--- config.mk ---
export PLATFORM = sky130hd
export DESIGN_NAME = victim_cache_top
export DESIGN_NICKNAME = d
export VERILOG_FILES = /design/src/hw/victim_cache_pkg.sv /design/src/hw/plru_tree.sv /design/src/hw/victim_entry_array.sv /design/src/hw/victim_cache_ctrl.sv /design/src/hw/victim_cache_top.sv
export SDC_FILE = /design/constraint.sdc
export NUM_CORES = 2
export LEC_CHECK = 0
export BUFFER_PORTS_ARGS = -buffer_cell sky130_fd_sc_hd__buf_2
export CORE_MARGIN = 1
export CORE_UTILIZATION = 30
export DETAILED_ROUTE_END_ITERATION = 16
export PLACE_DENSITY_LB_ADDON = 0.3
export SYNTH_ARGS = -nofsm -noshare
export SYNTH_HDL_FRONTEND = slang
export SYNTH_SLANG_ARGS = --single-unit
--- constraint.sdc ---
create_clock -name clk -period 14 [get_ports clk]
set_input_delay 1.4 -clock clk [delete_from_list [all_inputs] [get_ports clk]]
set_output_delay 1.4 -clock clk [all_outputs]
set_load 0.05 [all_outputs]
--- src/hw/victim_cache_pkg.sv ---
// fixed for 32-bit byte addresses and 64-bit lines; one request in flight at a time

`default_nettype none

package victim_cache_pkg;

    localparam int num_entries     = 16;                  // victim slots
    localparam int entry_idx_width = 4;                   // log2 of num_entries
    localparam int plru_nodes      = num_entries - 1;     // internal nodes of the tree
    localparam int addr_width      = 32;
    localparam int line_width      = 64;
    localparam int offset_width    = 3;                   // byte offset within a line
    localparam int tag_width       = addr_width - offset_width;

    // request from the L1, valid in the cycle request is high
    typedef struct packed {
        logic [addr_width-1:0] miss_addr;   // line the L1 missed on
        logic                  evict_valid; // low for a lookup with nothing to store
        logic                  evict_dirty;
        logic [addr_width-1:0] evict_addr;
        logic [line_width-1:0] evict_data;
    } vc_req_t;

    // response to the L1, valid in the cycle resp is high
    typedef struct packed {
        logic                  found;
        logic                  dirty;       // zero on a miss
        logic [line_width-1:0] data;        // zero on a miss
    } vc_resp_t;

    // one stored slot
    typedef struct packed {
        logic                  valid;
        logic                  dirty;
        logic [tag_width-1:0]  tag;
        logic [line_width-1:0] data;
    } vc_entry_t;

    // writeback of a displaced dirty line
    typedef struct packed {
        logic [addr_width-1:0] addr;        // offset bits are always zero
        logic [line_width-1:0] data;
    } pmem_wr_t;

endpackage

`default_nettype wire

--- src/hw/plru_tree.sv ---
// tree pseudo-LRU over 16 slots; touch_idx must be known when touch is high

`timescale 1ns/10ps
`default_nettype none

module plru_tree
    import victim_cache_pkg::*;
(
    input  logic                       clk,
    input  logic                       rst,
    input  logic                       touch,     // slot touch_idx was just used
    input  logic [entry_idx_width-1:0] touch_idx,
    output logic [entry_idx_width-1:0] plru_idx   // slot to replace next
);

    logic [plru_nodes-1:0] nodes; // heap order, node 0 is the root

    // heap index of the node at depth d on the way down to slot idx
    // only the upper d bits of idx pick the node, the rest shift away
    function automatic int path_node(logic [entry_idx_width-1:0] idx, int d);
        return (1 << d) - 1 + int'(idx >> (entry_idx_width - d));
    endfunction

    // a node set to 1 sends the victim search to its right subtree,
    // so a touch on the left marks the right side as older
    always_ff @(posedge clk) begin
        if (rst) begin
            nodes <= '0;
        end else if (touch) begin
            for (int d = 0; d < entry_idx_width; d++) begin
                nodes[path_node(touch_idx, d)] <= ~touch_idx[entry_idx_width-1-d];
            end
        end
    end

    // walk from the root, one index bit per level, msb first
    always_comb begin : walk_tree
        logic [entry_idx_width-1:0] idx;
        idx = '0;
        for (int d = 0; d < entry_idx_width; d++) begin
            idx[entry_idx_width-1-d] = nodes[path_node(idx, d)]; // 1 means go right
        end
        plru_idx = idx;
    end

    touch_idx_known: assert property (@(posedge clk) disable iff (rst)
        touch |-> !$isunknown(touch_idx));

endmodule

`default_nettype wire

--- src/hw/victim_entry_array.sv ---
// 16 register slots with one write port; tags of valid slots must stay unique

`timescale 1ns/10ps
`default_nettype none

module victim_entry_array
    import victim_cache_pkg::*;
(
    input  logic                       clk,
    input  logic                       rst,
    input  logic [tag_width-1:0]       lookup_tag,
    input  logic [entry_idx_width-1:0] sel_idx,      // read select for victim_entry
    input  logic                       wr_en,
    input  logic [entry_idx_width-1:0] wr_idx,
    input  vc_entry_t                  wr_entry,
    output logic                       hit,
    output logic [entry_idx_width-1:0] hit_idx,
    output vc_entry_t                  hit_entry,
    output logic                       free_valid,   // at least one slot is empty
    output logic [entry_idx_width-1:0] free_idx,     // lowest empty slot
    output vc_entry_t                  victim_entry
);

    logic [num_entries-1:0] valid_q;
    logic [num_entries-1:0] dirty_q;
    logic [tag_width-1:0]   tag_q  [num_entries];
    logic [line_width-1:0]  data_q [num_entries];

    logic [num_entries-1:0] match;     // per-slot hit on lookup_tag
    logic [num_entries-1:0] wr_clash;  // another valid slot already holds wr_entry.tag

    always_ff @(posedge clk) begin
        if (rst) begin
            valid_q <= '0;
        end else if (wr_en) begin
            valid_q[wr_idx] <= wr_entry.valid; // a zero entry invalidates the slot
        end
    end

    always_ff @(posedge clk) begin
        if (wr_en) begin
            dirty_q[wr_idx] <= wr_entry.dirty;
            tag_q[wr_idx]   <= wr_entry.tag;
            data_q[wr_idx]  <= wr_entry.data;
        end
    end

    // parallel compare against every slot
    always_comb begin
        for (int i = 0; i < num_entries; i++) begin
            match[i]    = valid_q[i] && (tag_q[i] == lookup_tag);
            wr_clash[i] = valid_q[i] && (tag_q[i] == wr_entry.tag) && (i != int'(wr_idx));
        end
    end

    // priority encoders, scanning down so the lowest index wins
    always_comb begin
        hit_idx  = '0;
        free_idx = '0;
        for (int i = num_entries - 1; i >= 0; i--) begin
            if (match[i]) begin
                hit_idx = entry_idx_width'(i);
            end
            if (!valid_q[i]) begin
                free_idx = entry_idx_width'(i);
            end
        end
    end

    assign hit        = |match;
    assign free_valid = ~&valid_q;

    assign hit_entry = {valid_q[hit_idx], dirty_q[hit_idx], tag_q[hit_idx], data_q[hit_idx]};
    assign victim_entry = {valid_q[sel_idx], dirty_q[sel_idx], tag_q[sel_idx], data_q[sel_idx]};

    // a line may live in at most one slot, so a lookup never sees two matches
    unique_tag_on_write: assert property (@(posedge clk) disable iff (rst)
        wr_en && wr_entry.valid |-> wr_clash == '0);

endmodule

`default_nettype wire

--- src/hw/victim_cache_ctrl.sv ---
// single outstanding request; the L1 must not send another request before resp

`timescale 1ns/10ps
`default_nettype none

module victim_cache_ctrl
    import victim_cache_pkg::*;
(
    input  logic                       clk,
    input  logic                       rst,
    input  logic                       request,
    input  vc_req_t                    req,
    input  logic                       pmem_resp,
    input  logic                       hit,
    input  logic [entry_idx_width-1:0] hit_idx,
    input  vc_entry_t                  hit_entry,
    input  logic                       free_valid,
    input  logic [entry_idx_width-1:0] free_idx,
    input  logic [entry_idx_width-1:0] plru_idx,
    input  vc_entry_t                  victim_entry,
    output logic [tag_width-1:0]       lookup_tag,
    output logic [entry_idx_width-1:0] sel_idx,
    output logic                       wr_en,
    output logic [entry_idx_width-1:0] wr_idx,
    output vc_entry_t                  wr_entry,
    output logic                       touch,
    output logic [entry_idx_width-1:0] touch_idx,
    output logic                       resp,
    output vc_resp_t                   rsp,
    output logic                       pmem_write,
    output pmem_wr_t                   pmem_wr
);

    typedef enum logic {
        idle,
        write_back
    } ctrl_state_e;

    ctrl_state_e                state;
    ctrl_state_e                next_state;
    logic                       accept;    // request taken this cycle
    logic                       need_wb;   // displaced line must go to memory first
    logic [entry_idx_width-1:0] slot_idx;  // slot written and touched for this request
    vc_entry_t                  new_entry;

    assign lookup_tag = req.miss_addr[addr_width-1:offset_width];
    assign accept     = request && (state == idle);

    // hit slot first, then the lowest empty slot, then the tree's choice
    always_comb begin
        if (hit) begin
            slot_idx = hit_idx;
        end else if (free_valid) begin
            slot_idx = free_idx;
        end else begin
            slot_idx = plru_idx;
        end
    end

    assign sel_idx = slot_idx; // victim_entry follows the chosen slot

    // empty request stores a zero entry, which invalidates a hit slot
    always_comb begin
        new_entry = '0;
        if (req.evict_valid) begin
            new_entry.valid = 1'b1;
            new_entry.dirty = req.evict_dirty;
            new_entry.tag   = req.evict_addr[addr_width-1:offset_width];
            new_entry.data  = req.evict_data;
        end
    end

    assign need_wb = !hit && req.evict_valid && !free_valid
                     && victim_entry.valid && victim_entry.dirty;

    assign wr_en     = accept && (req.evict_valid || hit);
    assign wr_idx    = slot_idx;
    assign wr_entry  = new_entry;
    assign touch     = accept;   // every accepted request counts as a use
    assign touch_idx = slot_idx;

    always_comb begin
        next_state = state;
        case (state)
            idle: begin
                if (accept && need_wb) begin
                    next_state = write_back;
                end
            end
            write_back: begin
                if (pmem_resp) begin
                    next_state = idle;
                end
            end
            default: begin
                next_state = idle;
            end
        endcase
    end

    always_ff @(posedge clk) begin
        if (rst) begin
            state <= idle;
            resp  <= 1'b0;
        end else begin
            state <= next_state;
            resp  <= (accept && !need_wb) || ((state == write_back) && pmem_resp);
        end
    end

    // rsp holds through a writeback until resp
    always_ff @(posedge clk) begin
        if (accept) begin
            rsp.found <= hit;
            rsp.dirty <= hit && hit_entry.dirty;
            rsp.data  <= hit ? hit_entry.data : '0;
        end
        if (accept && need_wb) begin
            pmem_wr.addr <= {victim_entry.tag, {offset_width{1'b0}}};
            pmem_wr.data <= victim_entry.data;
        end
    end

    assign pmem_write = (state == write_back); // held until the pmem_resp cycle

    no_request_in_write_back: assert property (@(posedge clk) disable iff (rst)
        state == write_back |-> !request);

    pmem_wr_held: assert property (@(posedge clk) disable iff (rst)
        pmem_write && !pmem_resp |=> $stable(pmem_wr));

endmodule

`default_nettype wire

--- src/hw/victim_cache_top.sv ---
// 16-entry victim cache; no read fills, one request outstanding, pmem_write held to pmem_resp

`timescale 1ns/10ps
`default_nettype none

module victim_cache_top
    import victim_cache_pkg::*;
(
    input  logic     clk,
    input  logic     rst,
    input  logic     request,     // one-cycle pulse from the L1
    input  vc_req_t  req,
    input  logic     pmem_resp,   // memory accepted the writeback
    output logic     resp,        // one-cycle pulse, rsp valid with it
    output vc_resp_t rsp,
    output logic     pmem_write,
    output pmem_wr_t pmem_wr
);

    logic [tag_width-1:0]       lookup_tag;
    logic [entry_idx_width-1:0] sel_idx;
    logic                       wr_en;
    logic [entry_idx_width-1:0] wr_idx;
    vc_entry_t                  wr_entry;
    logic                       hit;
    logic [entry_idx_width-1:0] hit_idx;
    vc_entry_t                  hit_entry;
    logic                       free_valid;
    logic [entry_idx_width-1:0] free_idx;
    vc_entry_t                  victim_entry;
    logic                       touch;
    logic [entry_idx_width-1:0] touch_idx;
    logic [entry_idx_width-1:0] plru_idx;

    victim_cache_ctrl victim_cache_ctrl_i (
        .clk          (clk),
        .rst          (rst),
        .request      (request),
        .req          (req),
        .pmem_resp    (pmem_resp),
        .hit          (hit),
        .hit_idx      (hit_idx),
        .hit_entry    (hit_entry),
        .free_valid   (free_valid),
        .free_idx     (free_idx),
        .plru_idx     (plru_idx),
        .victim_entry (victim_entry),
        .lookup_tag   (lookup_tag),
        .sel_idx      (sel_idx),
        .wr_en        (wr_en),
        .wr_idx       (wr_idx),
        .wr_entry     (wr_entry),
        .touch        (touch),
        .touch_idx    (touch_idx),
        .resp         (resp),
        .rsp          (rsp),
        .pmem_write   (pmem_write),
        .pmem_wr      (pmem_wr)
    );

    victim_entry_array victim_entry_array_i (
        .clk          (clk),
        .rst          (rst),
        .lookup_tag   (lookup_tag),
        .sel_idx      (sel_idx),
        .wr_en        (wr_en),
        .wr_idx       (wr_idx),
        .wr_entry     (wr_entry),
        .hit          (hit),
        .hit_idx      (hit_idx),
        .hit_entry    (hit_entry),
        .free_valid   (free_valid),
        .free_idx     (free_idx),
        .victim_entry (victim_entry)
    );

    plru_tree plru_tree_i (
        .clk       (clk),
        .rst       (rst),
        .touch     (touch),
        .touch_idx (touch_idx),
        .plru_idx  (plru_idx)
    );

endmodule

`default_nettype wire

==> impl_metrics.py <==
metrics = {
    "run_status": {
        "status": "finished clean",
    },
    "final_layout": {
        "combined_area_of_the_multi_input_logic_cells_sq_um": 32000,
        "fin_area_sq_um": 96100,
        "seq_area_sq_um": 50600,
        "finalNetCount": 6322,
        "layout-drive-gt1-share_pct": 11.2,
        "num-fill-cells": 27100,
        "final-instance-count-excl-fill": 10100,
        "areaGrowthSynthToFinish_pct": 13.2,
    },
    "placed_design": {
        "post_dp_cell_area_sq_um": 89700,
        "place.detailed.instances": 9701,
        "dp.final_hpwl_um": 177000,
        "port_buffers": 288,
        "routabilityCongestion": 0.936,
    },
    "timing": {
        "timing.final.setup_violations": 0,
        "fmax_mhz": 123,
        "final_min_period_over_clock_period_pct": 58.3,
        "slew_viol_final": 0,
        "final.setup.tns_ns": 0,
        "rsz_0062_raised_after_global_routing": "no",
        "timing.clock.skew_ns": 0.123,
        "min_period_ns": 8.16,
        "slew_headroom_pct": 13.4,
        "timing.final.hold_violations": 0,
        "tightest_slew_ns": 1.30,
    },
    "yosys": {
        "asyncSetResetFlopFracSynth_pct": 0,
        "synth_compound_area_share_pct": 6.65,
        "avgSynthCellArea_sq_um": 14.1,
        "yosys.cell_count.top_type": "mux2i_1",
        "synth-edff-count": 1663,
        "post_synth_and_or_nand_nor_area_fraction_pct": 6.09,
        "synth_top_area_share_pct": 58.8,
        "ys_top_cells_by_count": "mux2i_1, edfxtp_1, a211oi_1, xnor2_1, nor2b_1",
        "ys.warnings.count": 0,
        "synth_top_area_cell": "edfxtp_1",
        "yosys.area_share.adder_pct": 0.103,
        "synthFlopType": "edfxtp_1",
        "synth-xor-area-share_pct": 4.80,
        "synth.mux.area_fraction_pct": 19.8,
        "ys_seq_elements": 1696,
        "combinational_family_with_the_most_area_after_synthesis": "multiplexers",
        "mappedNetlistArea_sq_um": 84900,
        "synth.distinct_cells": 72,
        "synth_top_cells_by_area": "edfxtp_1, mux2i_1, a211oi_1, xnor2_1, nor2b_1",
        "syn-instance-count": 6023,
        "synth_sequential_area_ratio_pct": 59.6,
    },
    "routing": {
        "drt-pass1-iter-count": 5,
        "total_number_of_vias": 52900,
        "drt_iter0_drc": 4496,
        "post_drt_via_cell_ratio": 5.25,
        "final_routed_drc_violation_total": 0,
        "ant_nets": 0,
        "total_routed_wirelength_um": 284000,
        "wl_per_cell_um": 28.2,
    },
    "worst_setup_path": {
        "crit_slowest_cell": "buf_4",
        "arrival_ns": 8.62,
        "crit_type": "input pin to flop",
        "critical_path_required_ns": 14.46,
        "cp-end-kind": "flop",
        "critical-path-max-stage-delay_ns": 0.81,
        "cpLargestDelayFamily": "simple AND/OR/NAND/NOR gates",
        "crit_top_cell": "buf_4",
        "worstPathMaxFanout": 42,
        "start_kind": "input pin",
        "cp.buffers_inverters": 5,
        "critical_path.cell_chain": "buf_2, xnor2_1, nand4_1, or4_1, nor2_1, nor4b_2, and4_4, and3_1, nor2_4, buf_4, buf_4, nand3_1, nor2_4, buf_4, buf_4",
    },
    "cts": {
        "clk_latency_worst_skew_pair_ns": 0.91,
        "cts_hold_buf": 0,
        "cts_resized": 0,
        "clock-sinks": 1696,
        "cts_buffers": 202,
        "cts_max_path_buffers": 4,
        "post_cts_clock_slew_at_the_launch_and_capture_registers_of_the_worst_setup_and_hold_paths_ns": 0.06,
        "clock_tree.root_cell": "clkbuf_16",
        "h_tree_lvl_count": 4,
        "post-cts-setup-buffers": 0,
        "clock_tree_from_tritoncts": "built",
    },
    "global_route": {
        "global_route.usage.met2_pct": 31.1,
        "met1_capacity_usage_during_global_routing_pct": 26.9,
        "antenna_violations_before_repair": 27,
        "globalRoute.totalOverflow": 0,
        "wire_length_of_the_first_global_routing_pass_um": 395000,
        "busiest_grt_layer": "met2",
        "track_usage_pct": 19.3,
        "grt_max_degree": 192,
        "met3_track_usage_gr_pct": 3.19,
        "number_of_global_route_vias_before_repair": 52700,
    },
    "pwr": {
        "ir_drop_mv": 0.0996,
        "p_per_cell_area_nw_per_um2": 117,
        "leakage_nw": 32.3,
        "totalPowerFinal_w": 0.0113,
    },
    "floorplanning": {
        "starting_utilization_of_the_core_area_pct": 30.3,
        "chipWidth_um": 534,
        "ioPinCount": 298,
        "core_area_sq_um": 280000,
        "die_height_um": 534,
        "num_rows": 194,
        "die-area_sq_um": 285000,
    },
    "flow_run": {
        "max-cap-violations": 0,
    },
    "min_path": {
        "hold_class": "flop to flop",
    },
}
## worst paths after layout
path                                              to  slack, ns  depth (start not counted)                          startpoint
setup / recovery  victim_entry_array_i.data_q[12][6]       5.84                         15                            req[124]
hold / removal       victim_entry_array_i.valid_q[7]       0.49                          2     victim_entry_array_i.valid_q[7]
setup reg to reg  victim_entry_array_i.data_q[12][6]       6.42                         14  victim_entry_array_i.tag_q[12][23]
hold reg to reg      victim_entry_array_i.valid_q[7]       0.49                          2     victim_entry_array_i.valid_q[7]
## placed cells by master, fill, tap and decap left out, types with 104 or more instances in the layout
master,count
nor2b_1,261
clkbuf_16,204
nand2_1,104
mux2i_1,1677
a211oi_1,523
a21oi_1,233
edfxtp_1,1663
nand4_1,180
buf_2,287
xnor2_1,397
## registers in the layout, indices dropped and copies added, names as in the netlist
signal / cells
victim_entry_array_i.valid_q: 16
victim_entry_array_i.data_q: 1024
victim_cache_ctrl_i.resp: 1
victim_cache_ctrl_i.pmem_write: 1
victim_cache_ctrl_i.pmem_wr: 93
victim_cache_ctrl_i.rsp: 66
plru_tree_i.nodes: 15
victim_entry_array_i.dirty_q: 16
victim_entry_array_i.tag_q: 464
## logic make-up (layout without fill, tap and decap cells)
group / Yosys count / after routing
xor gates and xnor gates: 465 / 465
other: 1 / 14
and+or+nand+nor: 883 / 883
AOI/OAI and AO/OA: 830 / 830
muxes: 1678 / 1678
DFF: 1696 / 1696
buffers and inverters: 463 / 773
adders and majority gates: 7 / 7
## per-layer routing
metal | vias to the layer above | part of all wire, %
li1 | 23700 | -
met1 | 27200 | 46
met2 | 1612 | 46
met3 | 338 | 5.9
met4 | 16 | 2.4
met5 | - | 0.030
## worst min-delay path, cell delays in order, from the launching register on
cell	delay, ns
dfxtp_1	0.31
o21ai_0	0.07
a21oi_1	0.06
## where the power goes
group	leakage, nW	internal (W)	total [W]	switching (W)
Combinational	13.9	0.000153	0.000545	0.000392
Sequential	15.2	0.00560	0.00562	0.0000146
Clock	3.10	0.00300	0.00513	0.00212
## layout make-up
class                   instances  share of cell area [%]
clock inverters               107                    1.05
clock buffers                 251                    5.55
inverters                      24                   0.107
well taps                    3724                    4.85
multi-input cells            3866                    33.3
repair buffers                391                    2.45
flip-flops and latches       1696                    52.7
diodes                         11                  0.0287
## stage by stage
stage / hold WS (ns) / utilization, % / setup slack [ns]
5_1_grt: 0.500 / 34.3 / 5.78
3_3_place_gp: 0.471 / 32.0 / 5.02
3_5_place_dp: 0.477 / 32.0 / 5.02
2_1_floorplan: 0.449 / - / 2.11
4_1_cts: 0.485 / 34.3 / 5.91
6_report: 0.488 / 34.3 / 5.84
Note: power is estimated with default switching activity, not from simulation.
